`src/design/fb_pkg.sv`:
```
/*
 * Shared definitions for the framebuffer scaler
 *   Pixel and address types, raster position types
 *   Source frame size and the fixed 640x480@60 modeline
 *   Window placement, scale factor and output pipeline latency
 */

`default_nettype none

package fb_pkg;

    // ----------------------------------------------------------------------
    // Source frame and memory
    // ----------------------------------------------------------------------
    localparam int PIX_W     = 8;                   // Bits per pixel
    localparam int SRC_W     = 160;                 // Source pixels per line
    localparam int SRC_H     = 120;                 // Source lines per frame
    localparam int ADDR_W    = 15;                  // Enough for SRC_W * SRC_H words
    localparam int FRAME_PIX = SRC_W * SRC_H;       // Words held by the frame memory

    typedef logic [PIX_W-1:0]  pixel_t;
    typedef logic [ADDR_W-1:0] addr_t;
    typedef logic [9:0]        hpos_t;              // Raster column, up to 1023
    typedef logic [9:0]        vpos_t;              // Raster line, up to 1023

    // ----------------------------------------------------------------------
    // VGA 640x480@60 modeline, negative sync on both axes
    // ----------------------------------------------------------------------
    localparam int H_ACTIVE     = 640;
    localparam int H_SYNC_START = 656;              // First column with hsync low
    localparam int H_SYNC_END   = 752;              // First column with hsync high again
    localparam int H_TOTAL      = 800;
    localparam int V_ACTIVE     = 480;
    localparam int V_SYNC_START = 490;
    localparam int V_SYNC_END   = 492;
    localparam int V_TOTAL      = 525;

    // Picture placement, the window is centred on the active area
    localparam int SCALE  = 2;                      // Repeat factor in both directions
    localparam int WIN_X0 = 160;
    localparam int WIN_Y0 = 120;
    localparam int WIN_X1 = WIN_X0 + SRC_W * SCALE; // First column past the window
    localparam int WIN_Y1 = WIN_Y0 + SRC_H * SCALE; // First line past the window

    // Scaler, memory and output register each add one cycle
    localparam int PIPE_LAT = 3;

endpackage

`default_nettype wire

```
`src/design/raster_if.sv`:
```
/*
 * Raster position bundle
 *   Column and line counts of the current cycle
 *   Raw active-low syncs and the blank flag
 *   Modports for the timing generator and its consumers
 */

`default_nettype none

interface raster_if;

    fb_pkg::hpos_t h_count;   // Current column, 0 to H_TOTAL-1
    fb_pkg::vpos_t v_count;   // Current line, 0 to V_TOTAL-1
    logic          h_sync_n;  // Low during the horizontal sync columns
    logic          v_sync_n;  // Low during the vertical sync lines
    logic          blank;     // High outside the active area

    modport timing_mp (output h_count, output v_count, output h_sync_n,
                       output v_sync_n, output blank);

    modport sink_mp (input h_count, input v_count, input h_sync_n,
                     input v_sync_n, input blank);

endinterface

`default_nettype wire

```
`src/design/raster_timing.sv`:
```
/*
 * VGA timing generator
 *   Column and line counters over the 640x480@60 modeline
 *   Decode of the active-low syncs and the blank flag
 */

`default_nettype none

module raster_timing (
    input  wire logic clk_vga,
    input  wire logic i_rst_n,
    raster_if.timing_mp rast
);

    fb_pkg::hpos_t h_cnt;
    fb_pkg::vpos_t v_cnt;
    logic          h_last;   // Last column of the line
    logic          v_last;   // Last line of the frame

    assign h_last = (h_cnt == fb_pkg::hpos_t'(fb_pkg::H_TOTAL - 1));
    assign v_last = (v_cnt == fb_pkg::vpos_t'(fb_pkg::V_TOTAL - 1));

    // ----------------------------------------------------------------------
    // Position counters
    // ----------------------------------------------------------------------
    always_ff @(posedge clk_vga) begin
        if (!i_rst_n) begin
            h_cnt <= '0;
            v_cnt <= '0;
        end else if (h_last) begin
            h_cnt <= '0;                          // Column wraps, line moves on
            if (v_last) begin
                v_cnt <= '0;
            end else begin
                v_cnt <= v_cnt + 1'b1;
            end
        end else begin
            h_cnt <= h_cnt + 1'b1;
        end
    end

    // ----------------------------------------------------------------------
    // Decode of the current position
    // ----------------------------------------------------------------------
    assign rast.h_count  = h_cnt;
    assign rast.v_count  = v_cnt;
    assign rast.h_sync_n = !((h_cnt >= fb_pkg::H_SYNC_START) &&
                             (h_cnt <  fb_pkg::H_SYNC_END));   // Low for columns 656 to 751
    assign rast.v_sync_n = !((v_cnt >= fb_pkg::V_SYNC_START) &&
                             (v_cnt <  fb_pkg::V_SYNC_END));   // Low for lines 490 and 491
    assign rast.blank    = (h_cnt >= fb_pkg::H_ACTIVE) || (v_cnt >= fb_pkg::V_ACTIVE);

endmodule

`default_nettype wire

```
`src/flat_wrapper.sv`:
```
// flat-port wrapper written by rule: the top's interface ports become plain ports
module raster_timing_flat 
  (clk_vga, i_rst_n, rast_h_count, rast_v_count, rast_h_sync_n, rast_v_sync_n, rast_blank);
  raster_if rast_i ();
  input  wire logic clk_vga;
  input  wire logic i_rst_n;
  output wire logic [$bits(rast_i.h_count)-1:0] rast_h_count;
  output wire logic [$bits(rast_i.v_count)-1:0] rast_v_count;
  output wire logic [$bits(rast_i.h_sync_n)-1:0] rast_h_sync_n;
  output wire logic [$bits(rast_i.v_sync_n)-1:0] rast_v_sync_n;
  output wire logic [$bits(rast_i.blank)-1:0] rast_blank;
  assign rast_h_count = rast_i.h_count;
  assign rast_v_count = rast_i.v_count;
  assign rast_h_sync_n = rast_i.h_sync_n;
  assign rast_v_sync_n = rast_i.v_sync_n;
  assign rast_blank = rast_i.blank;
  raster_timing u_core (.clk_vga(clk_vga), .i_rst_n(i_rst_n), .rast(rast_i));
endmodule
```
`config.mk`:
```
export PLATFORM = sky130hd
export DESIGN_NAME = raster_timing_flat
export DESIGN_NICKNAME = d
export VERILOG_FILES = /design/src/design/fb_pkg.sv /design/src/design/raster_if.sv /design/src/design/raster_timing.sv /design/src/flat_wrapper.sv
export SDC_FILE = /design/constraint.sdc
export NUM_CORES = 1
export LEC_CHECK = 0
export BUFFER_PORTS_ARGS = -buffer_cell sky130_fd_sc_hd__clkbuf_2
export CAP_MARGIN = 20
export CORE_MARGIN = 4
export CORE_UTILIZATION = 51
export DETAILED_ROUTE_END_ITERATION = 6
export PLACE_DENSITY = 0.81
export SETUP_SLACK_MARGIN = 0.05
export SLEW_MARGIN = 20
export SYNTH_ARGS = -nofsm -noshare
export SYNTH_HDL_FRONTEND = slang
export SYNTH_SLANG_ARGS = --single-unit
```
`constraint.sdc`:
```
create_clock -name clk_vga -period 2.1 [get_ports clk_vga]
set_input_delay 0.21 -clock clk_vga [delete_from_list [all_inputs] [get_ports clk_vga]]
set_output_delay 0.21 -clock clk_vga [all_outputs]
set_load 0.1 [all_outputs]
```
# Word level (Yosys, flattened, before mapping)
# Cells that the tools add are included.
# classes
add_sub_neg	2
magnitude_cmp	6
n_eq_ne	2
n_mux	1
bitwise_logic	1
n_reduce_logical	6
# op_table
operator	count
adder 10 x 1 -> 10 bit, second input constant	2
== test 10 bit, second input constant	2
>= comparator 10 bit, second input constant	2
>= comparator 10 x 9 -> 1 bit, second input constant	2
< comparator 10 bit, second input constant	1
< comparator 10 x 9 -> 1 bit, second input constant	1
2-to-1 mux 10 bit	1
logical AND 1 bit	2
zero test 1 bit	2
OR reduction 2 bit	1
logical OR 1 bit	1
NOT 1 bit	1
# totals
register_bits	20
in_bits	2
wordCells	20

# Depth between registers and ports, before layout
# logic_depth
depth_word	3
depth_mapped	6
depth_no_buf	6

# Least setup slack after synthesis
# No wires, ideal clock.
# synth_path
path_type	flip-flop to output port
startpoint	register u_core.v_cnt[5] (netlist: u_core.rast.v_count[5])
endpoint	output port rast_blank
t_arrival_ps	4750
t_required_ps	1890
slack_ps	-2860
path_stages_with_launch	3
n_path_buf	0
path_cell_list	dfxtp_1 nand2_1 o311ai_0
# synth_via
elab_chain_len	2
# synth_lines
item	line	text
start: declaration	raster_timing.sv:16	fb_pkg::vpos_t v_cnt;
start signal: assignment	raster_timing.sv:35	v_cnt <= v_cnt + 1'b1;
>= comparator 10 x 9 -> 1 bit	raster_timing.sv:51	assign rast.blank = (h_cnt >= fb_pkg::H_ACTIVE) || (v_cnt >= fb_pkg::V_ACTIVE);
logical OR 1 bit	raster_timing.sv:51	
end: declaration	flat_wrapper.sv:11	output wire logic [$bits(rast_i.blank)-1:0] rast_blank;
# No other way between the ends.

# Worst setup path after layout
# layout_path
startpoint	register u_core.h_cnt[4] (netlist: u_core.rast.h_count[4])
endpoint	output port rast_h_sync_n
# layout_via
elab_chain_len	3
word_cells_on_any_way	4
classes_between	2 x order compare; 2 x reduce/logical
# layout_lines
item	line	text
start: declaration	raster_timing.sv:15	fb_pkg::hpos_t h_cnt;
start signal: assignment	raster_timing.sv:38	h_cnt <= h_cnt + 1'b1;
>= comparator 10 bit / < comparator 10 bit (equally long branches)	raster_timing.sv:47, raster_timing.sv:48	
logical AND 1 bit *	raster_timing.sv:47	assign rast.h_sync_n = !((h_cnt >= fb_pkg::H_SYNC_START) &&
zero test 1 bit *	raster_timing.sv:47	
end: declaration	flat_wrapper.sv:9	output wire logic [$bits(rast_i.h_sync_n)-1:0] rast_h_sync_n;
# Every way passes the cells marked *; elsewhere a longest branch is shown, timed or not.

==> results.md <==
* Startpoint types: register
* Fin Setup TNS at 0 ns
* Power Dens Cells at 525 nW/um2
* Worst hold path startpoint: i_rst_n
* Sw power at 0.000171 W
* Worst r2r src: u_core.rast.h_count[0]
* Setup violators final at 0
* Latest clock arrival within the worst-skew pair at 0.30 ns
* Reg power frac at 58.3%
* Clock power share at 33.1%
* Initial Utilization at 53.7%
* Max Transition Viols Final at 0
* Total grt overflow at 0
* Outcome: completed
* Clock slew at reported path FFs at about 0.11 ns
* DR pass1 iterations at 4
* Worst hold slack at 0.253 ns
* Comb pwr share at 8.6%
* Antenna cells at 0
* Largest net degree at the start of global routing at 12
* GRT Overall Usage at 19.0%
* Ports at 25
* WS Path Type: register to primary output
* Clock sink count at 20
* Max H-tree Level at 1
* Req. time, crit path at 1.89 ns
* Final min period at between 1.5 and 2 ns
* Die area at between 2000 and 3000 um2
* Routed len/inst at 13.6 um
* Top FF cell, synth: dfxtp_1
* Synthesis Warnings at 0
* Peak fanout along the critical path at 10
* Clock Skew at 0.00760 ns
* Ys async rst share at 0%
* Critical Path AT at 1.75 ns
* Max clock buf depth at 2
* First-pass GRT wire length at slightly below 4000 um
* Resized cells post-CTS at 0
* CTS tree: built
* Final setup margin at 0.140 ns
* Chip height at 53.5 um
* Layout cells sized above 1 at between 30% and 40%
* Synth cell types at 31
* Sequential area share after synthesis at 38.0%
* DR vias at 930
* Final nets at between 150 and 200
* Initial antenna violation count at 0
* Post-Synthesis Net Count at 126
* Pint at 0.000500 W
* Unrepaired setup endpoints after global routing: false
* Clock root buffer master: clkbuf_4
* Post-CTS Repair Setup Buffers at 0
* EDFF count, synth at 0
* Average size of a mapped cell at 8.78 um2
* Worst-Margin Slew at 0.555 ns
* DR iter-0 viols at 14
* Die X-Extent at 53.5 um
* Hold_buf cts at 0
* Beginning of the critical path: u_core.rast.h_count[4]
* FF+latch count, synth at 20
* Row count at 16
* Syn Std Cell Area at 1050 um2
* GP Congestion at 0.849
* Hpwl dp at 1770 um
* Setup crit end kind: primary output
* Max frequency at a little over 0.5 GHz
* TritonCTS Buffers at 3
* Core ar. at between 1500 and 2000 um2
* Post-Syn Instances at 120
* Final WL at roughly 2300 um
* Slew HR at 63.2%
* Residual DRC at 0
* Fin crit share at 93.3%
* Worst Hold Class: input pin to register
* Final hold vios at 0
* Post-Place Worst Slack at 0.415 ns
* Via/cell ratio at 5.41
* Max-Cap Viols at 0
* Layout Cell Area excl Fill at 1280 um2
* DRT antenna net count at 0
* Static Leak at 0.572 nW
* PortBufs at 24
* Worst vdd ir at ~0.49 mV
* Dpl cell area at between 1000 and 1500 um2
* Layout Area Growth over Synthesis at 21.3%
* Vias in the first global route at slightly below 900
* Sw frac at 25.5%
[cell families (layout without fill, tap and decap cells)]
kind of cell | count (synthesis) | after routing | share of synthesized area [%]
buffers and inverters | 10 | 35 | 3.92
adders and majority gates | 4 | 4 | 4.75
DFF | 20 | 20 | 38.0
AOI/OAI and AO/OA | 8 | 8 | 6.06
and+or+nand+nor | 64 | 64 | 35.6
xor gates and xnor gates | 14 | 14 | 11.6
[layout make-up]
| type | instances | area, um2 |
|---|---|---|
| tap | 27 | 33.8 |
| inverter | 7 | 26.3 |
| clock buffer | 4 | 36.3 |
| fill | 191 | 684 |
| timing repair buffer | 24 | 120 |
| multi-input combinational | 90 | 638 |
| sequential | 20 | 423 |
[critical path, cell delays in order (launching register included)]
cell and delay, ns:
dfxtp_2 0.38, and3_1 0.21, or4_4 0.47, clkbuf_2 0.38
[worst paths after layout]
kind | to | slack [ns] | depth (start not counted)
max | rast_h_sync_n | 0.14 | 3
min | u_core.rast.v_count[7] | 0.25 | 3
max reg2reg | u_core.rast.v_count[8] | 0.39 | 5
min reg2reg | u_core.rast.h_count[0] | 0.46 | 1
[sequential cells by signal, summed over array words and instances, names as in the netlist]
name	count
u_core.rast.h_count	10
u_core.rast.v_count	10
[cell usage after synthesis, types with 2 or more instances]
cell type / count / area [um2]
and4_1: 4 / 35.0
nor3_1: 4 / 20.0
nor2_1: 13 / 48.8
nor4bb_1: 2 / 20.0
nand4_1: 7 / 43.8
nor4_1: 2 / 12.5
buf_2: 3 / 15.0
and3_1: 5 / 31.3
nand2_1: 9 / 33.8
or3_1: 2 / 12.5
xor2_1: 9 / 78.8
ha_1: 4 / 50.1
o21ai_0: 2 / 10.0
and2_1: 3 / 18.8
dfxtp_1: 20 / 400
xnor2_1: 5 / 43.8
nand3_1: 6 / 30.0
inv_1: 7 / 26.3
[metrics by stage]
stage                     utilization (%)  power, W  instances
after floorplan                         -  0.000446        120
after global routing                 65.1  0.000695        172
after CTS                            65.1  0.000676        172
final                                65.1  0.000671        172
after global placement               63.3  0.000457        168
after detailed placement             63.3  0.000458        168
[placed cells by master (no fill, tap or decap), types with 3 or more instances in the layout]
master    count
inv_1         7
dfxtp_2      18
nor3_1        4
nor2_1       13
and2_1        3
and3_1        5
clkbuf_2     24
nand4_1       7
clkbuf_4      3
nand3_1       5
and4_1        4
ha_1          4
nand2_1       9
xnor2_1       5
xor2_1        9
[power groups by stage]
| stage | combinational [W] | sequential (W) | clock, W |
|---|---|---|---|
| after floorplan | 0.0000115 | 0.000434 | 0 |
| after global placement | 0.0000572 | 0.000399 | 0 |
| after detailed placement | 0.0000582 | 0.000400 | 0 |
| after CTS | 0.0000584 | 0.000391 | 0.000227 |
| after global routing | 0.0000621 | 0.000392 | 0.000242 |
| final | 0.0000580 | 0.000391 | 0.000222 |
[per-layer routing]
layer,share of wire [%],up-vias,GRT usage (%),wire length (um)
met3,3.6,4,4.79,85
met5,0,-,0,0
li1,-,475,-,-
met2,51,19,31.6,1190
met1,45,432,23.4,1050
met4,0.81,0,6.81,19
Power figures use the tool's default switching activity.
