## src/design/fb_pkg.sv

```systemverilog
/*
 * Shared definitions for the framebuffer scaler
 *   Pixel and address types, raster position types
 *   Source frame size and the fixed 640x480@60 modeline
 *   Window placement, scale factor and output pipeline latency
 */

`default_nettype none

package fb_pkg;

    // ----------------------------------------------------------------------
    // Source frame and memory
    // ----------------------------------------------------------------------
    localparam int PIX_W     = 8;                   // Bits per pixel
    localparam int SRC_W     = 160;                 // Source pixels per line
    localparam int SRC_H     = 120;                 // Source lines per frame
    localparam int ADDR_W    = 15;                  // Enough for SRC_W * SRC_H words
    localparam int FRAME_PIX = SRC_W * SRC_H;       // Words held by the frame memory

    typedef logic [PIX_W-1:0]  pixel_t;
    typedef logic [ADDR_W-1:0] addr_t;
    typedef logic [9:0]        hpos_t;              // Raster column, up to 1023
    typedef logic [9:0]        vpos_t;              // Raster line, up to 1023

    // ----------------------------------------------------------------------
    // VGA 640x480@60 modeline, negative sync on both axes
    // ----------------------------------------------------------------------
    localparam int H_ACTIVE     = 640;
    localparam int H_SYNC_START = 656;              // First column with hsync low
    localparam int H_SYNC_END   = 752;              // First column with hsync high again
    localparam int H_TOTAL      = 800;
    localparam int V_ACTIVE     = 480;
    localparam int V_SYNC_START = 490;
    localparam int V_SYNC_END   = 492;
    localparam int V_TOTAL      = 525;

    // Picture placement, the window is centred on the active area
    localparam int SCALE  = 2;                      // Repeat factor in both directions
    localparam int WIN_X0 = 160;
    localparam int WIN_Y0 = 120;
    localparam int WIN_X1 = WIN_X0 + SRC_W * SCALE; // First column past the window
    localparam int WIN_Y1 = WIN_Y0 + SRC_H * SCALE; // First line past the window

    // Scaler, memory and output register each add one cycle
    localparam int PIPE_LAT = 3;

endpackage

`default_nettype wire

```

## src/design/raster_if.sv

```systemverilog
/*
 * Raster position bundle
 *   Column and line counts of the current cycle
 *   Raw active-low syncs and the blank flag
 *   Modports for the timing generator and its consumers
 */

`default_nettype none

interface raster_if;

    fb_pkg::hpos_t h_count;   // Current column, 0 to H_TOTAL-1
    fb_pkg::vpos_t v_count;   // Current line, 0 to V_TOTAL-1
    logic          h_sync_n;  // Low during the horizontal sync columns
    logic          v_sync_n;  // Low during the vertical sync lines
    logic          blank;     // High outside the active area

    modport timing_mp (output h_count, output v_count, output h_sync_n,
                       output v_sync_n, output blank);

    modport sink_mp (input h_count, input v_count, input h_sync_n,
                     input v_sync_n, input blank);

endinterface

`default_nettype wire

```

## src/design/window_scaler.sv

```systemverilog
/*
 * Window scaler
 *   Source column and row counters with integer scale counters
 *   Memory read address and in-window flag, one registered cycle
 */

`default_nettype none

module window_scaler (
    input  wire logic     clk_vga,
    input  wire logic     i_rst_n,
    raster_if.sink_mp     rast,
    output fb_pkg::addr_t o_rd_addr,
    output logic          o_in_window
);

    localparam int SC_W = $clog2(fb_pkg::SCALE + 1);

    // Registered state belongs to the previous column or line
    fb_pkg::hpos_t   col_reg;
    fb_pkg::vpos_t   row_reg;
    logic [SC_W-1:0] hsc_reg;
    logic [SC_W-1:0] vsc_reg;

    // Values that belong to the current raster position
    fb_pkg::hpos_t   col_now;
    fb_pkg::vpos_t   row_now;
    logic [SC_W-1:0] hsc_now;
    logic [SC_W-1:0] vsc_now;
    logic            in_win_now;

    // ----------------------------------------------------------------------
    // Scale counting, restart at the window's top-left corner
    // ----------------------------------------------------------------------
    always_comb begin
        if (rast.h_count == fb_pkg::WIN_X0) begin
            col_now = '0;                          // First window column
            hsc_now = '0;
        end else if (hsc_reg == fb_pkg::SCALE - 1) begin
            col_now = col_reg + 1'b1;              // Source column repeated SCALE times
            hsc_now = '0;
        end else begin
            col_now = col_reg;
            hsc_now = hsc_reg + 1'b1;
        end

        // Rows only move on the first column of a line
        row_now = row_reg;
        vsc_now = vsc_reg;
        if (rast.h_count == '0) begin
            if (rast.v_count == fb_pkg::WIN_Y0) begin
                row_now = '0;
                vsc_now = '0;
            end else if (vsc_reg == fb_pkg::SCALE - 1) begin
                row_now = row_reg + 1'b1;
                vsc_now = '0;
            end else begin
                vsc_now = vsc_reg + 1'b1;
            end
        end
    end

    assign in_win_now = (rast.h_count >= fb_pkg::WIN_X0) && (rast.h_count < fb_pkg::WIN_X1) &&
                        (rast.v_count >= fb_pkg::WIN_Y0) && (rast.v_count < fb_pkg::WIN_Y1);

    always_ff @(posedge clk_vga) begin
        if (!i_rst_n) begin
            col_reg     <= '0;
            row_reg     <= '0;
            hsc_reg     <= '0;
            vsc_reg     <= '0;
            o_in_window <= 1'b0;
        end else begin
            col_reg     <= col_now;
            row_reg     <= row_now;
            hsc_reg     <= hsc_now;
            vsc_reg     <= vsc_now;
            o_in_window <= in_win_now;
        end
    end

    // Outside the window the address parks at 0 so the read stays in range
    always_ff @(posedge clk_vga) begin
        o_rd_addr <= in_win_now ? fb_pkg::addr_t'(row_now * fb_pkg::SRC_W + col_now) : '0;
    end

endmodule

`default_nettype wire

```

## src/flat_wrapper.sv

```systemverilog
// flat-port wrapper written by rule: the top's interface ports become plain ports
module window_scaler_flat 
  (clk_vga, i_rst_n, o_rd_addr, o_in_window, rast_h_count, rast_v_count, rast_h_sync_n, rast_v_sync_n, rast_blank);
  raster_if rast_i ();
  input  wire logic clk_vga;
  input  wire logic i_rst_n;
  output fb_pkg::addr_t o_rd_addr;
  output logic o_in_window;
  input wire logic [$bits(rast_i.h_count)-1:0] rast_h_count;
  input wire logic [$bits(rast_i.v_count)-1:0] rast_v_count;
  input wire logic [$bits(rast_i.h_sync_n)-1:0] rast_h_sync_n;
  input wire logic [$bits(rast_i.v_sync_n)-1:0] rast_v_sync_n;
  input wire logic [$bits(rast_i.blank)-1:0] rast_blank;
  assign rast_i.h_count = rast_h_count;
  assign rast_i.v_count = rast_v_count;
  assign rast_i.h_sync_n = rast_h_sync_n;
  assign rast_i.v_sync_n = rast_v_sync_n;
  assign rast_i.blank = rast_blank;
  window_scaler u_core (.clk_vga(clk_vga), .i_rst_n(i_rst_n), .rast(rast_i), .o_rd_addr(o_rd_addr), .o_in_window(o_in_window));
endmodule
```

## config.mk

```make
export PLATFORM = sky130hd
export DESIGN_NAME = window_scaler_flat
export DESIGN_NICKNAME = d
export VERILOG_FILES = /design/src/design/fb_pkg.sv /design/src/design/raster_if.sv /design/src/design/window_scaler.sv /design/src/flat_wrapper.sv
export SDC_FILE = /design/constraint.sdc
export NUM_CORES = 1
export LEC_CHECK = 0
export BUFFER_PORTS_ARGS = -buffer_cell sky130_fd_sc_hd__buf_4
export CORE_AREA = 4 4 101 103
export DETAILED_ROUTE_END_ITERATION = 12
export DIE_AREA = 0 0 105 107
export HOLD_SLACK_MARGIN = 0.06
export PLACE_DENSITY = 0.4
export RECOVER_POWER = 50
export SETUP_SLACK_MARGIN = 0.1
export SKIP_CTS_REPAIR_TIMING = 1
export SLEW_MARGIN = 20
export SYNTH_ARGS = -nofsm -noshare
export SYNTH_HDL_FRONTEND = slang
export SYNTH_SLANG_ARGS = --single-unit
export TNS_END_PERCENT = 1
```

## constraint.sdc

```tcl
create_clock -name clk_vga -period 3.7 [get_ports clk_vga]
set_input_delay 0.74 -clock clk_vga [delete_from_list [all_inputs] [get_ports clk_vga]]
set_output_delay 0.74 -clock clk_vga [all_outputs]
set_load 0.05 [all_outputs]
```

# [Word-level counts from Yosys, hierarchy flattened]
# Cells that the tools add are included.
[totals] register_bits=40 inputBits=25 output_inout_bits=16
[classes] bitwise=1 add_sub_neg=5 mux=7 n_reduce_logical=5 order_cmp=4 eq_ne=4 multipliers=1
[op_table] cell="two-way mux 10 bit" n=5
[op_table] cell="adder 10 x 1 -> 10 bit, second input constant" n=2
[op_table] cell="less-than comparator 10 x 9 -> 1 bit, second input constant" n=2
[op_table] cell="adder 15 x 10 -> 15 bit" n=1
[op_table] cell="== test 10 x 7 -> 1 bit, second input constant" n=1
[op_table] cell="== test 10 x 8 -> 1 bit, second input constant" n=1
[op_table] cell=">= comparator 10 x 7 -> 1 bit, second input constant" n=1
[op_table] cell=">= comparator 10 x 8 -> 1 bit, second input constant" n=1
[op_table] cell="zero test 10 bit" n=1
[op_table] cell="multiplier 10 x 3 -> 10 bit, second input constant" n=1
[op_table] cell="adder 2 x 1 -> 2 bit, second input constant" n=2
[op_table] cell="== test 2 x 1 -> 1 bit, second input constant" n=2
[op_table] cell="two-way mux 2 bit" n=2
[op_table] cell="logical AND 1 bit" n=3
[op_table] cell="OR reduction 3 bit" n=1
[op_table] cell="inverter 1 bit" n=1

# [Logic depth before layout (Yosys ltp)]
[depth] ltp_word=6 depth_mapped=15

# [Worst setup path after synthesis]
# No wires, ideal clock.
[synth_timing] kind="in2reg" startpoint="input rast_h_count[2]" endpoint="register u_core.o_rd_addr[14]" setup_ns=0.072 slack_ns=-0.310 stages=13 arrival_time_ns=3.938 t_required_ns=3.628 cell_sequence="nor4_4 -> nand3_1 -> nor4_4 -> nor2_1 -> ha_1 -> ha_1 -> fa_1 -> a21o_1 -> a21oi_1 -> xnor2_1 -> and4b_1 -> xnor2_1 -> mux2i_1"
[synth_via] elab_chain_cells=4 elab_cells_between_ends=11 classes_between="add/sub (1); mul (1); order compare (2); eq/ne (1); mux (2); reduce/logical (4)"
[synth_lines] element="from (decl)" line_no="flat_wrapper.sv:9" source="input wire logic [$bits(rast_i.h_count)-1:0] rast_h_count;"
[synth_lines] element="zero test 10 bit" line_no="window_scaler.sv:50" source="if (rast.h_count == '0) begin"
[synth_lines] element="two-way mux 10 bit" line_no="window_scaler.sv:50"
[synth_lines] element="via u_core.row_now[1]" line_no="window_scaler.sv:27" source="fb_pkg::vpos_t row_now;"
[synth_lines] element="multiplier 10 x 3 -> 10 bit" line_no="window_scaler.sv:84" source="o_rd_addr <= in_win_now ? fb_pkg::addr_t'(row_now * fb_pkg::SRC_W + col_now) : '0;"
[synth_lines] element="adder 15 x 10 -> 15 bit" line_no="window_scaler.sv:84"
[synth_lines] element="to (signal assigned)" line_no="window_scaler.sv:84"
[synth_lines] element="to (decl)" line_no="window_scaler.sv:13" source="output fb_pkg::addr_t o_rd_addr,"
# The timed path passes the listed nets, and every way through them passes these cells.
# A chain may end at the register's enable or synchronous reset.

# [Worst setup path after layout]
# Ends and elaborated chain as after synthesis.

==> metrics.md <==
| Metric | Value |
|---|---|
| Achievable clock frequency | `271.6 MHz` |
| All-Layer GR Usage | `9.952%` |
| Worst vdd rail ir drop | `0.0001263 V` |
| Final setup violation count | `0` |
| Overall via count from detail_route | `2,022` |
| Drt first-iter violations | `22` |
| Count of state elements after synthesis | `40` |
| Result of the run | `finished, final reports clean` |
| Critical path class | `in -> reg` |
| Clock-pin slew reported for the worst setup and hold paths after clock tree synthesis | `90 ps` |
| Max Transition Viols Final | `0` |
| Crit-path max FO | `6` |
| Router iterations before antenna repair | `4` |
| Warnings, synthesis | `0` |
| RD Place Congestion | `0.7630` |
| Most instantiated library cell after synthesis | `nor2_1` |
| Number of global-route vias before repair | `2,037` |
| Routed WL per cell | `11.71 µm` |
| Kind of launch point of the worst setup path | `input pin` |
| Max FFs per register | `15` |
| Share of Yosys cell area claimed by the top area cell type | `35.44%` |
| Total nets after synthesis | `302` |
| EDFF count, synth | `0` |
| Initial antenna violation count | `0` |
| Congestion Overflow GR | `0` |
| Maximum clock path buffer count | `2` |
| Share of cells above drive strength 1 | `36.44%` |
| WP data required | `3930 ps` |
| Clock Sinks | `40` |
| Mean Syn Cell Area | `8.896 µm²` |
| Via-to-Cell Ratio | `4.348` |
| Final period util | `99.53%` |
| Wire length of the first global-routing pass | `9170 µm` |
| Worst-case clock skew | `5.641 ps` |
| Most used DFF post-synth | `dfxtp_1` |
| Skew-Pair Late Insertion Delay | `290 ps` |
| Final number of hold-violating endpoints | `0` |
| Die outline width | `105 µm` |
| Hold crit path type | `reg -> reg` |
| Drt total wl | `5444 µm` |
| Count of buffers inserted at the top-level ports | `37` |
| Largest net degree at the start of global routing | `15` |
| Area enclosed by the die boundary | `11,240 µm²` |
| Post-Route Utilization | `37.27%` |
| Yosys top cell by area | `dfxtp_1` |
| Number of inserted diodes | `0` |
| Number of buffers inserted during clock tree synthesis | `5` |
| Final routed DRC violation total | `0` |
| Core box area | `9196 µm²` |
| Leakage power | `1.485 nW` |
| Max-cap violations | `0` |
| Post-Syn Instances | `254` |
| Count of nets after finishing | `401` |
| Library cells used by synthesis | `42` |
| Rows | `35` |
| Antenna viol nets, final | `0` |
| Ys async rst share | `0%` |
| Crit path DAT | `3910 ps` |
| HPWL Detailed | `4303 µm` |
| Initial core utilization | `24.57%` |
| Syn-to-layout area delta | `51.66%` |
| Unrepaired setup endpoints after global routing | `yes` |
| Cell types with the largest area share after synthesis | `dfxtp_1 (35%), ha_1 (12%), nor2_1 (8.5%), xnor2_1 (5.4%), xor2_1 (5.4%)` |
| PnR worst setup slack | `17.47 ps` |
| Power density relative to cell area | `258.1 nW/µm²` |
| Transition time of the tightest slew-check pin | `604.5 ps` |
| Cell area after synthesis | `2260 µm²` |
| CTS H-tree depth | `2` |
| Sort of element at the end of the critical path | `flip-flop` |
| Shortest clock period the worst path allows after layout | `3683 ps` |
| Total I/O pin count | `41` |
| Root buf cell | `clkbuf_8` |
| Relative max-transition margin | `59.87%` |
| Commonest cells in the netlist | `nor2_1 (51), dfxtp_1 (40), ha_1 (21)` |
| Tightest hold margin | `430.7 ps` |
| Fillers | `982` |
| Setup slack at placement | `-481.3 ps` |
| Sequential fraction of the synthesis area | `35.44%` |
| CTS tree | `done` |
| Die boundary height | `107 µm` |
## power by group
part | switching [mW] | internal (mW)
registers | 0.00416 | 0.438
clock network | 0.168 | 0.203
logic | 0.0360 | 0.0349
## worst max-delay path, stage by stage
cell and delay [ps]:
buf_6 100, nor4_4 290, nand4_1 210, nor2_4 240, nand2_2 120, xor2_4 170
nor2_4 130, ha_4 220, ha_4 160, fa_2 590, ha_4 220, a21oi_4 120
and4b_1 230, xnor2_2 170, mux2i_1 190
## kinds of logic after synthesis
kind of cell               synth area share [%]
buffers and inverters                     1.716
and+or+nand+nor                           28.74
xor gates and xnor gates                  10.85
adders and majority gates                 13.40
muxes                                     1.329
AOI/OAI and AO/OA                         8.527
DFF                                       35.44
## placed cells by master (no fill, tap or decap), types with 3 or more instances in the layout
| cell type | synthesis | final |
|---|---|---|
| a21o_1 | 4 | 4 |
| and2_1 | 5 | 5 |
| and3_1 | 7 | 7 |
| and4b_1 | 3 | 3 |
| buf_4 | 1 | 75 |
| clkbuf_1 | 1 | 17 |
| clkbuf_8 | 0 | 5 |
| dfxtp_1 | 40 | 40 |
| ha_1 | 21 | 14 |
| ha_4 | 0 | 6 |
| inv_1 | 6 | 6 |
| nand2_1 | 14 | 12 |
| nand3_1 | 7 | 5 |
| nand4_1 | 5 | 5 |
| nor2_1 | 51 | 46 |
| nor2_2 | 0 | 3 |
| nor3_1 | 11 | 9 |
| o21ai_0 | 6 | 4 |
| xnor2_1 | 14 | 9 |
| xnor2_2 | 0 | 5 |
| xor2_1 | 14 | 12 |
## layer usage
metal | wire [µm] | global-route usage, % | vias to the layer above
met2 | 2514 | 16.50 | 25
met1 | 2719 | 13.06 | 907
met5 | 0 | 0 | -
met4 | 45 | 2.530 | 0
li1 | - | - | 1086
met3 | 164 | 2.288 | 4
## area by class of cell
class                   count  area (µm²)  area share, %
multi-input cells         205        1693          49.40
inverters                   6       22.52         0.6572
flip-flops and latches     40       800.8          23.37
well taps                 111       138.9          4.053
repair buffers             95       656.9          19.17
clock inverters             3       46.29          1.351
clock buffers               5       68.82          2.008
## stage by stage
step                cell area, µm²  total power, mW  TNS (ps)  std cells
floorplan                     2307           0.4852    -170.6        254
global placement              3113           0.5225     -1879        453
detailed placement            3113           0.5241     -2166        453
CTS                           3228           0.9037    -494.9        461
global route                  3427           0.9322    -595.3        465
finish                        3427           0.8844         0        465
## worst paths after layout
check                                                     from                              end  slack, ps  depth (start not counted)
worst max-delay path                           rast_h_count[2]  u_core.o_rd_addr[14]$_SDFF_PN0_         20                         15
worst min register to register    u_core.hsc_reg[0]$_SDFF_PP0_     u_core.hsc_reg[0]$_SDFF_PP0_        430                          1
worst max register to register  u_core.vsc_reg[0]$_SDFFE_PN0N_  u_core.o_rd_addr[14]$_SDFF_PN0_        500                         14
worst min-delay path              u_core.hsc_reg[0]$_SDFF_PP0_     u_core.hsc_reg[0]$_SDFF_PP0_        430                          1
Power figures use the tool's default switching activity.
