**config.mk**
```make
export PLATFORM = sky130hd
export DESIGN_NAME = video_out_flat
export DESIGN_NICKNAME = d
export VERILOG_FILES = /design/src/design/fb_pkg.sv /design/src/design/raster_if.sv /design/src/design/video_out.sv /design/src/flat_wrapper.sv
export SDC_FILE = /design/constraint.sdc
export NUM_CORES = 1
export LEC_CHECK = 0
export ABC_CLOCK_PERIOD_IN_PS = 1500
export BUFFER_PORTS_ARGS = -buffer_cell sky130_fd_sc_hd__buf_2
export CORE_UTILIZATION = 38
export DETAILED_ROUTE_END_ITERATION = 8
export MAX_ROUTING_LAYER = met4
export PLACE_DENSITY = 0.79
export SYNTH_ARGS = -nofsm -noshare
export SYNTH_HDL_FRONTEND = slang
export SYNTH_SLANG_ARGS = --single-unit
```
**constraint.sdc**
```tcl
create_clock -name clk_vga -period 1.5 [get_ports clk_vga]
set_input_delay 0.3 -clock clk_vga [delete_from_list [all_inputs] [get_ports clk_vga]]
set_output_delay 0.3 -clock clk_vga [all_outputs]
set_load 0.02 [all_outputs]
```
**src/design/fb_pkg.sv**
```systemverilog
/*
 * Shared definitions for the framebuffer scaler
 *   Pixel and address types, raster position types
 *   Source frame size and the fixed 640x480@60 modeline
 *   Window placement, scale factor and output pipeline latency
 */

`default_nettype none

package fb_pkg;

    // ----------------------------------------------------------------------
    // Source frame and memory
    // ----------------------------------------------------------------------
    localparam int PIX_W     = 8;                   // Bits per pixel
    localparam int SRC_W     = 160;                 // Source pixels per line
    localparam int SRC_H     = 120;                 // Source lines per frame
    localparam int ADDR_W    = 15;                  // Enough for SRC_W * SRC_H words
    localparam int FRAME_PIX = SRC_W * SRC_H;       // Words held by the frame memory

    typedef logic [PIX_W-1:0]  pixel_t;
    typedef logic [ADDR_W-1:0] addr_t;
    typedef logic [9:0]        hpos_t;              // Raster column, up to 1023
    typedef logic [9:0]        vpos_t;              // Raster line, up to 1023

    // ----------------------------------------------------------------------
    // VGA 640x480@60 modeline, negative sync on both axes
    // ----------------------------------------------------------------------
    localparam int H_ACTIVE     = 640;
    localparam int H_SYNC_START = 656;              // First column with hsync low
    localparam int H_SYNC_END   = 752;              // First column with hsync high again
    localparam int H_TOTAL      = 800;
    localparam int V_ACTIVE     = 480;
    localparam int V_SYNC_START = 490;
    localparam int V_SYNC_END   = 492;
    localparam int V_TOTAL      = 525;

    // Picture placement, the window is centred on the active area
    localparam int SCALE  = 2;                      // Repeat factor in both directions
    localparam int WIN_X0 = 160;
    localparam int WIN_Y0 = 120;
    localparam int WIN_X1 = WIN_X0 + SRC_W * SCALE; // First column past the window
    localparam int WIN_Y1 = WIN_Y0 + SRC_H * SCALE; // First line past the window

    // Scaler, memory and output register each add one cycle
    localparam int PIPE_LAT = 3;

endpackage

`default_nettype wire

```
**src/design/raster_if.sv**
```systemverilog
/*
 * Raster position bundle
 *   Column and line counts of the current cycle
 *   Raw active-low syncs and the blank flag
 *   Modports for the timing generator and its consumers
 */

`default_nettype none

interface raster_if;

    fb_pkg::hpos_t h_count;   // Current column, 0 to H_TOTAL-1
    fb_pkg::vpos_t v_count;   // Current line, 0 to V_TOTAL-1
    logic          h_sync_n;  // Low during the horizontal sync columns
    logic          v_sync_n;  // Low during the vertical sync lines
    logic          blank;     // High outside the active area

    modport timing_mp (output h_count, output v_count, output h_sync_n,
                       output v_sync_n, output blank);

    modport sink_mp (input h_count, input v_count, input h_sync_n,
                     input v_sync_n, input blank);

endinterface

`default_nettype wire

```
**src/design/video_out.sv**
```systemverilog
/*
 * Output stage
 *   Delay lines for the syncs, blank and odd-line flag
 *   Window flag aligned with the memory data
 *   Registered pixel, black outside the window
 */

`default_nettype none

module video_out (
    input  wire logic           clk_vga,
    input  wire logic           i_rst_n,
    raster_if.sink_mp           rast,
    input  wire fb_pkg::pixel_t i_rd_data,
    input  wire logic           i_in_window,
    output fb_pkg::pixel_t      o_rgb,
    output logic                o_hsync_n,
    output logic                o_vsync_n,
    output logic                o_blank,
    output logic                o_odd_line
);

    localparam int LAT = fb_pkg::PIPE_LAT;

    // Bit 0 holds the newest sample, the top bit drives the port
    logic [LAT-1:0] hs_pipe;
    logic [LAT-1:0] vs_pipe;
    logic [LAT-1:0] blank_pipe;
    logic [LAT-1:0] odd_pipe;
    logic           in_window_d;   // Window flag in step with i_rd_data

    // ----------------------------------------------------------------------
    // Control delay lines
    // ----------------------------------------------------------------------
    always_ff @(posedge clk_vga) begin
        if (!i_rst_n) begin
            hs_pipe    <= '1;                      // Syncs idle high
            vs_pipe    <= '1;
            blank_pipe <= '1;                      // Blanked until the pipe fills
            odd_pipe   <= '0;
        end else begin
            hs_pipe    <= {hs_pipe[LAT-2:0], rast.h_sync_n};
            vs_pipe    <= {vs_pipe[LAT-2:0], rast.v_sync_n};
            blank_pipe <= {blank_pipe[LAT-2:0], rast.blank};
            odd_pipe   <= {odd_pipe[LAT-2:0], rast.v_count[0]};
        end
    end

    // ----------------------------------------------------------------------
    // Pixel path
    // ----------------------------------------------------------------------
    always_ff @(posedge clk_vga) begin
        if (!i_rst_n) begin
            in_window_d <= 1'b0;
            o_rgb       <= '0;
        end else begin
            in_window_d <= i_in_window;
            o_rgb       <= in_window_d ? i_rd_data : '0;  // Black border around the picture
        end
    end

    assign o_hsync_n  = hs_pipe[LAT-1];
    assign o_vsync_n  = vs_pipe[LAT-1];
    assign o_blank    = blank_pipe[LAT-1];
    assign o_odd_line = odd_pipe[LAT-1];

endmodule

`default_nettype wire

```
**src/flat_wrapper.sv**
```systemverilog
// flat-port wrapper written by rule: the top's interface ports become plain ports
module video_out_flat 
  (clk_vga, i_rst_n, i_rd_data, i_in_window, o_rgb, o_hsync_n, o_vsync_n, o_blank, o_odd_line, rast_h_count, rast_v_count, rast_h_sync_n, rast_v_sync_n, rast_blank);
  raster_if rast_i ();
  input  wire logic clk_vga;
  input  wire logic i_rst_n;
  input  wire fb_pkg::pixel_t i_rd_data;
  input  wire logic i_in_window;
  output fb_pkg::pixel_t o_rgb;
  output logic o_hsync_n;
  output logic o_vsync_n;
  output logic o_blank;
  output logic o_odd_line;
  input wire logic [$bits(rast_i.h_count)-1:0] rast_h_count;
  input wire logic [$bits(rast_i.v_count)-1:0] rast_v_count;
  input wire logic [$bits(rast_i.h_sync_n)-1:0] rast_h_sync_n;
  input wire logic [$bits(rast_i.v_sync_n)-1:0] rast_v_sync_n;
  input wire logic [$bits(rast_i.blank)-1:0] rast_blank;
  assign rast_i.h_count = rast_h_count;
  assign rast_i.v_count = rast_v_count;
  assign rast_i.h_sync_n = rast_h_sync_n;
  assign rast_i.v_sync_n = rast_v_sync_n;
  assign rast_i.blank = rast_blank;
  video_out u_core (.clk_vga(clk_vga), .i_rst_n(i_rst_n), .rast(rast_i), .i_rd_data(i_rd_data), .i_in_window(i_in_window), .o_rgb(o_rgb), .o_hsync_n(o_hsync_n), .o_vsync_n(o_vsync_n), .o_blank(o_blank), .o_odd_line(o_odd_line));
endmodule
```
==> Word level (Yosys, flattened, before mapping) <==
Index checks and enable logic that the tools add are counted.
{ "classes": {"reduce_logical": 1} }
{ "ops": {"columns": ["op", "count"], "rows": [
  ["2-bit AND reduction", 1]
]} }
{ "totals": {"elab_cells": 7, "register_bits": 21} }

==> Longest topological paths before layout <==
Gate-level depths: netlist (run 1).
{ "logic_depth": {"word_depth": 1, "ltp_mapped": 2} }

==> Worst setup path before layout (run 1) <==
OpenSTA, ideal clock, no wires.
{ "synth_path": {"path_kind": "in2reg", "startpoint": "in i_rst_n", "endpoint": "reg u_core.o_rgb[0]", "path_stages": 2, "path_slack_ns": 0.798, "t_arrival_ns": 0.587, "setup_time_ns": 0.115, "cell_sequence": "buf_4 > and3_1"} }
{ "synth_via": {"elab_chain_cells": 1} }
{ "synth_lines": {"columns": ["item", "line", "rtl"], "rows": [
  ["start, declared", "flat_wrapper.sv:6", "input wire logic i_rst_n;"],
  ["2-bit AND reduction (no line)", null, null],
  ["end signal, assigned", "video_out.sv:58", "o_rgb <= in_window_d ? i_rd_data : '0;"],
  ["end, declared", "video_out.sv:16", "output fb_pkg::pixel_t o_rgb,"]
]} }
No other way between the ends.
A chain may end at the register's enable or synchronous reset.

==> Worst setup path in the final report (run 1) <==
{ "layout_path": {"startpoint": "reg u_core.o_rgb[6]", "endpoint": "out o_rgb[6]"} }
{ "layout_rtl": {"columns": ["item", "line", "rtl"], "rows": [
  ["end, declared", "flat_wrapper.sv:9", "output fb_pkg::pixel_t o_rgb;"]
]} }
No word-level cell between the ends.

==> out/metrics.cfg, run 1 <==
[synth]
yosysUniqueCellTypes = 6
synth_fa_ha_area_frac = 0
synth_nets = 78
yosysSeqAreaShare = 0.7450
yosys-top-cells-area = dfxtp_1, nand2b_1, and3_1
synth_cells = 44
synth_xor_area_frac = 0
synthSimpleGateAreaFrac = 0.2328
synth_top_cell_area_share = 0.7450
synth_top_family_by_area = simple AND/OR/NAND/NOR gates
ys_seq_elements = 21
synth_compound_area_frac = 0
synth.avg_cell_area_um2 = 12.82
syn-cell-area_um2 = 564.3
yosys.area.top_type = dfxtp_1
yosysWarnings = 0
synth.area.mux_share = 0

[floorplanning]
initial_core_util = 0.4231
die-width_um = 40.54
die_h_um = 40.54
num_io_pins = 46
row_count = 13
fp.dieArea_um2 = 1643
core-area_um2 = 1334

[route]
drtIter0Drc = 1
ant_nets = 0
wirelength_um = 766
drc = 0
wl_per_cell_um = 8.805
viasPerCell = 4.253
dr.pass1.iters = 2
via_count = 370

[placed_design]
routabilityCongestion = 0.6000
placed_cell_area_um2 = 700.7
place_ws_ns = 0.6578
io_buffers = 26

[timing]
slew_headroom = 0.8121
fin_skew_ns = 0.004122
finalSetupTns_ns = 0
tightestPinTransition_ns = 0.2819
setup_viol = 0
clock.fmax_mhz = 937.3
slew_viol_final = 0
rsz0062_at_grt = false
period_share = 0.7113
final-hold-violation-count = 0
fin_crit_ns = 1.067
setup_slack_ns = 0.4331

[power_and_ir_drop]
p_int_w = 0.0007042
p_clk_frac = 0.281
power_frac_seq = 0.657
powerDensity_nw_per_um2 = 1217
switching_share = 0.2056
leakage_nw = 0.3748
p_switching_w = 0.0001822
power_frac_comb = 0.061
vdd_drop_max_mv = 0.4150

[status]
status = finished, final reports clean

[final_layout]
design_area_um2 = 728.2
area_growth_pct = 29.05
fin_util = 0.5460
drive_above_1_share = 0.4167
nNetsFinal = 107
n_antenna_cell = 0

[setup_path]
worstSetupEndpointType = output pin
cp_slowest_cell = dfxtp_1
critPathKind = register to output pin
critPathLaunchType = register
cp_top_family = flip-flops
crit_chain = buf_2
crit_buf_inv = 1
required_ns = 1.20
arrival_ns = 0.77
max_stage_delay_ns = 0.33
crit_fanout = 1

[global_route]
grt_pass1_vias = 297
grt.overflow.total = 0
grtUsageTotal = 0.1129
antenna_found_initial = 0
grt_max_degree = 22
grt_first_pass_wirelength_mm = 1.159

[clock_tree]
cts.sinks = 21
clk_latency_ns = 0.29
cts_resized = 0
ctsHtreeMaxLevel = 1
cts_hold_buffers = 0
clk_pin_slew_ns = 0.11
cts_root_buf = clkbuf_4
postCtsSetupRepairBufs = 0
cts.path.max_buffers = 2
cts_tree = built
cts_buffers = 3

[run]
drv_cap = 0

[hold_path]
hold_class = input port to register

## logic make-up after synthesis
family,Yosys count
buffers and inverters,2
DFF,21
and+or+nand+nor,21
## per-layer routing
layer	GRT usage	vias to the layer above	wire (um)
li1	-	195	-
met1	0.1275	155	340
met2	0.1706	20	354
met3	0.01667	0	71
met4	0.1000	0	0
met5	-	-	0
## path summary, 6_finish.rpt
check	startpoint	to	slack [ns]	cells after the start
worst min-delay path	rast_h_sync_n	u_core.hs_pipe[0]	0.18	2
worst min register to register	u_core.blank_pipe[1]	u_core.blank_pipe[2]	0.42	1
worst max-delay path	u_core.o_rgb[6]	o_rgb[6]	0.43	1
worst max register to register	u_core.in_window_d	u_core.o_rgb[6]	0.83	1
## registers in the layout (all words and copies together), names as in the netlist
signal and flops:
u_core.o_rgb 8, u_core.blank_pipe 3, u_core.hs_pipe 3, u_core.odd_pipe 3
u_core.vs_pipe 3, u_core.in_window_d 1
## cell usage after synthesis
cell and count:
and2_1 4, and3_1 8, buf_2 1, buf_4 1
dfxtp_1 21, nand2b_1 9
## stage by stage
stage,hold slack (ns),instances,total power [W]
floorplan,0.3730,44,0.0006253
detailed placement,0.3925,83,0.0006508
finish,0.1813,87,0.0008864
global route,0.1658,87,0.0009326
CTS,0.1761,87,0.0008967
global placement,0.3876,83,0.0006491
## power groups by stage
stage,Combinational (W),Sequential (W),Clock (W)
6_report,0.0000543,0.000583,0.000249
4_1_cts,0.0000553,0.000583,0.000259
3_5_place_dp,0.0000549,0.000596,0
5_1_grt,0.0000612,0.000586,0.000286
2_1_floorplan,0.0000195,0.000606,0
3_3_place_gp,0.0000541,0.000595,0
## layout make-up
class                   count  area [um2]
repair buffers             26       130.1
well taps                  15       18.77
flip-flops and latches     21       420.4
fillers                   122       605.6
clock buffers               3       22.52
multi-input cells          21       131.4
clock inverters             1       5.005
## cell usage in the layout (no fill, tap or decap)
master    netlist  routed
buf_2           1      26
nand2b_1        9       9
and3_1          8       8
dfxtp_1        21      21
clkinv_2        0       1
clkbuf_4        0       3
and2_1          4       4
Power figures use the tool's default switching activity.
==> run 2, diff against run 1 <==
ABC_CLOCK_PERIOD_IN_PS = 1050   (was 1500)
CORE_UTILIZATION = 35   (was 38)
PLACE_DENSITY = 0.73   (was 0.79)
clock period = 1.05 ns   (was 1.5 ns; I/O delays follow)
==> out/metrics.cfg, run 2 (same netlist as run 1, synthesis figures left out) <==
[clock_tree]
cts_hold_buffers = 0  ; unchanged
cts.sinks = 21  ; unchanged
ctsHtreeMaxLevel = 1  ; unchanged
postCtsSetupRepairBufs = 0  ; unchanged
cts_tree = built
cts_root_buf = clkbuf_4
cts_resized = 0  ; unchanged
clk_latency_ns = 0.29  ; about the same
cts_buffers = 3  ; unchanged
clk_pin_slew_ns = 0.10  ; about the same
cts.path.max_buffers = 2  ; unchanged

[setup_path]
cp_top_family = flip-flops
critPathKind = register to output pin
crit_buf_inv = 1  ; unchanged
max_stage_delay_ns = 0.32  ; about the same
worstSetupEndpointType = output pin
required_ns = 0.84  ; -0.36 ns
crit_fanout = 1  ; unchanged
arrival_ns = 0.77  ; about the same
crit_chain = buf_2
critPathLaunchType = register
cp_slowest_cell = dfxtp_1

[timing]
clock.fmax_mhz = 1025
final-hold-violation-count = 0  ; unchanged
tightestPinTransition_ns = 0.2991  ; +0.01719 ns
setup_viol = 0  ; unchanged
slew_viol_final = 0  ; unchanged
slew_headroom = 0.8006  ; -0.01146
fin_skew_ns = 0.001392  ; -0.002731 ns
hold_slack_ns = 0.09047  ; -0.09081 ns
fin_crit_ns = 0.9756
rsz0062_at_grt = false
finalSetupTns_ns = 0  ; unchanged
period_share = 0.9292

[floorplanning]
core-area_um2 = 1506  ; +13%
die-width_um = 42.15  ; +4.0%
num_io_pins = 46  ; unchanged
die_h_um = 42.15  ; +4.0%
initial_core_util = 0.3746  ; -0.04849
row_count = 14  ; +1
fp.dieArea_um2 = 1777  ; +8.1%

[final_layout]
largest_reg_flops = 8  ; unchanged
area_growth_pct = 29.05  ; unchanged
fin_util = 0.4834  ; -0.06258
layout.cells.non_filler = 88  ; +1.1%
drive_above_1_share = 0.4028  ; -0.01389
layout_commonest_cell = buf_2
layout_common_cells = buf_2, dfxtp_1, nand2b_1, and3_1, and2_1
fill_cells = 157  ; +29%
nNetsFinal = 107  ; unchanged
top_register = u_core.o_rgb
n_antenna_cell = 0  ; unchanged

[placed_design]
routabilityCongestion = 0.6417  ; +7.0%
dp.cells = 84  ; +1.2%
io_buffers = 26  ; unchanged

[route]
wl_per_cell_um = 9.648  ; +9.6%
drtIter0Drc = 4  ; +3
drc = 0  ; unchanged
ant_nets = 0  ; unchanged
dr.pass1.iters = 4  ; +2
viasPerCell = 4.341  ; +2.1%
via_count = 382  ; +3.2%
wirelength_um = 849  ; +11%

[global_route]
grt.overflow.total = 0  ; unchanged
grtUsageTotal = 0.1215  ; +0.008580
grt_pass1_vias = 379  ; +28%
antenna_found_initial = 0  ; unchanged
grt_first_pass_wirelength_mm = 1.538  ; +33%
grt_max_degree = 22  ; unchanged

[status]
status = finished, final reports clean

[power_and_ir_drop]
leakage_nw = 0.3720  ; -0.73%
vdd_drop_max_mv = 0.6520  ; +57%
powerDensity_nw_per_um2 = 1748  ; +44%
fin_total_pwr_w = 0.001273  ; +44%

[hold_path]
hold_class = input port to register

[run]
drv_cap = 0  ; unchanged

run 2: cell types whose count changed in the layout (fill, tap and decap cells not counted):
cell,previous run,this run
clkinv_2,1,0
clkbuf_1,0,1
run 2: per-stage QoR:
step                      cell area (um2)  worst slack [ns]
after floorplan                     564.3            0.4377
after global placement              701.9            0.3121
after detailed placement            701.9            0.2933
after CTS                           728.2           0.05597
after global routing                728.2           0.02158
final                               728.2           0.07439
run 2: report_power, final:
group | switching [W] | internal (W) | total (W)
sequential | 0.00000761 | 0.000824 | 0.000832
clock | 0.000215 | 0.000148 | 0.000362
combinational | 0.0000385 | 0.0000402 | 0.0000787
run 2: layout make-up:
cell class	instances	area, um2	area share
repair buffers	26	130.1	0.1787
multi-input cells	21	131.4	0.1804
flip-flops and latches	21	420.4	0.5773
clock buffers	4	26.28	0.03608
well taps	16	20.02	0.02749
run 2: metal layers:
layer,up-vias,track usage,wire [um]
met5,-,-,0
met4,0,0.1125,13
met3,2,0.03448,69
met2,16,0.1938,417
met1,169,0.1175,349
li1,195,-,-
run 2: path summary, 6_finish.rpt:
check / from / to / slack, ns / cells past startpoint
max: u_core.o_rgb[2] / o_rgb[2] / 0.07 / 1
min: rast_h_sync_n / u_core.hs_pipe[0] / 0.09 / 2
min reg2reg: u_core.hs_pipe[0] / u_core.hs_pipe[1] / 0.42 / 1
max reg2reg: u_core.in_window_d / u_core.o_rgb[4] / 0.39 / 1
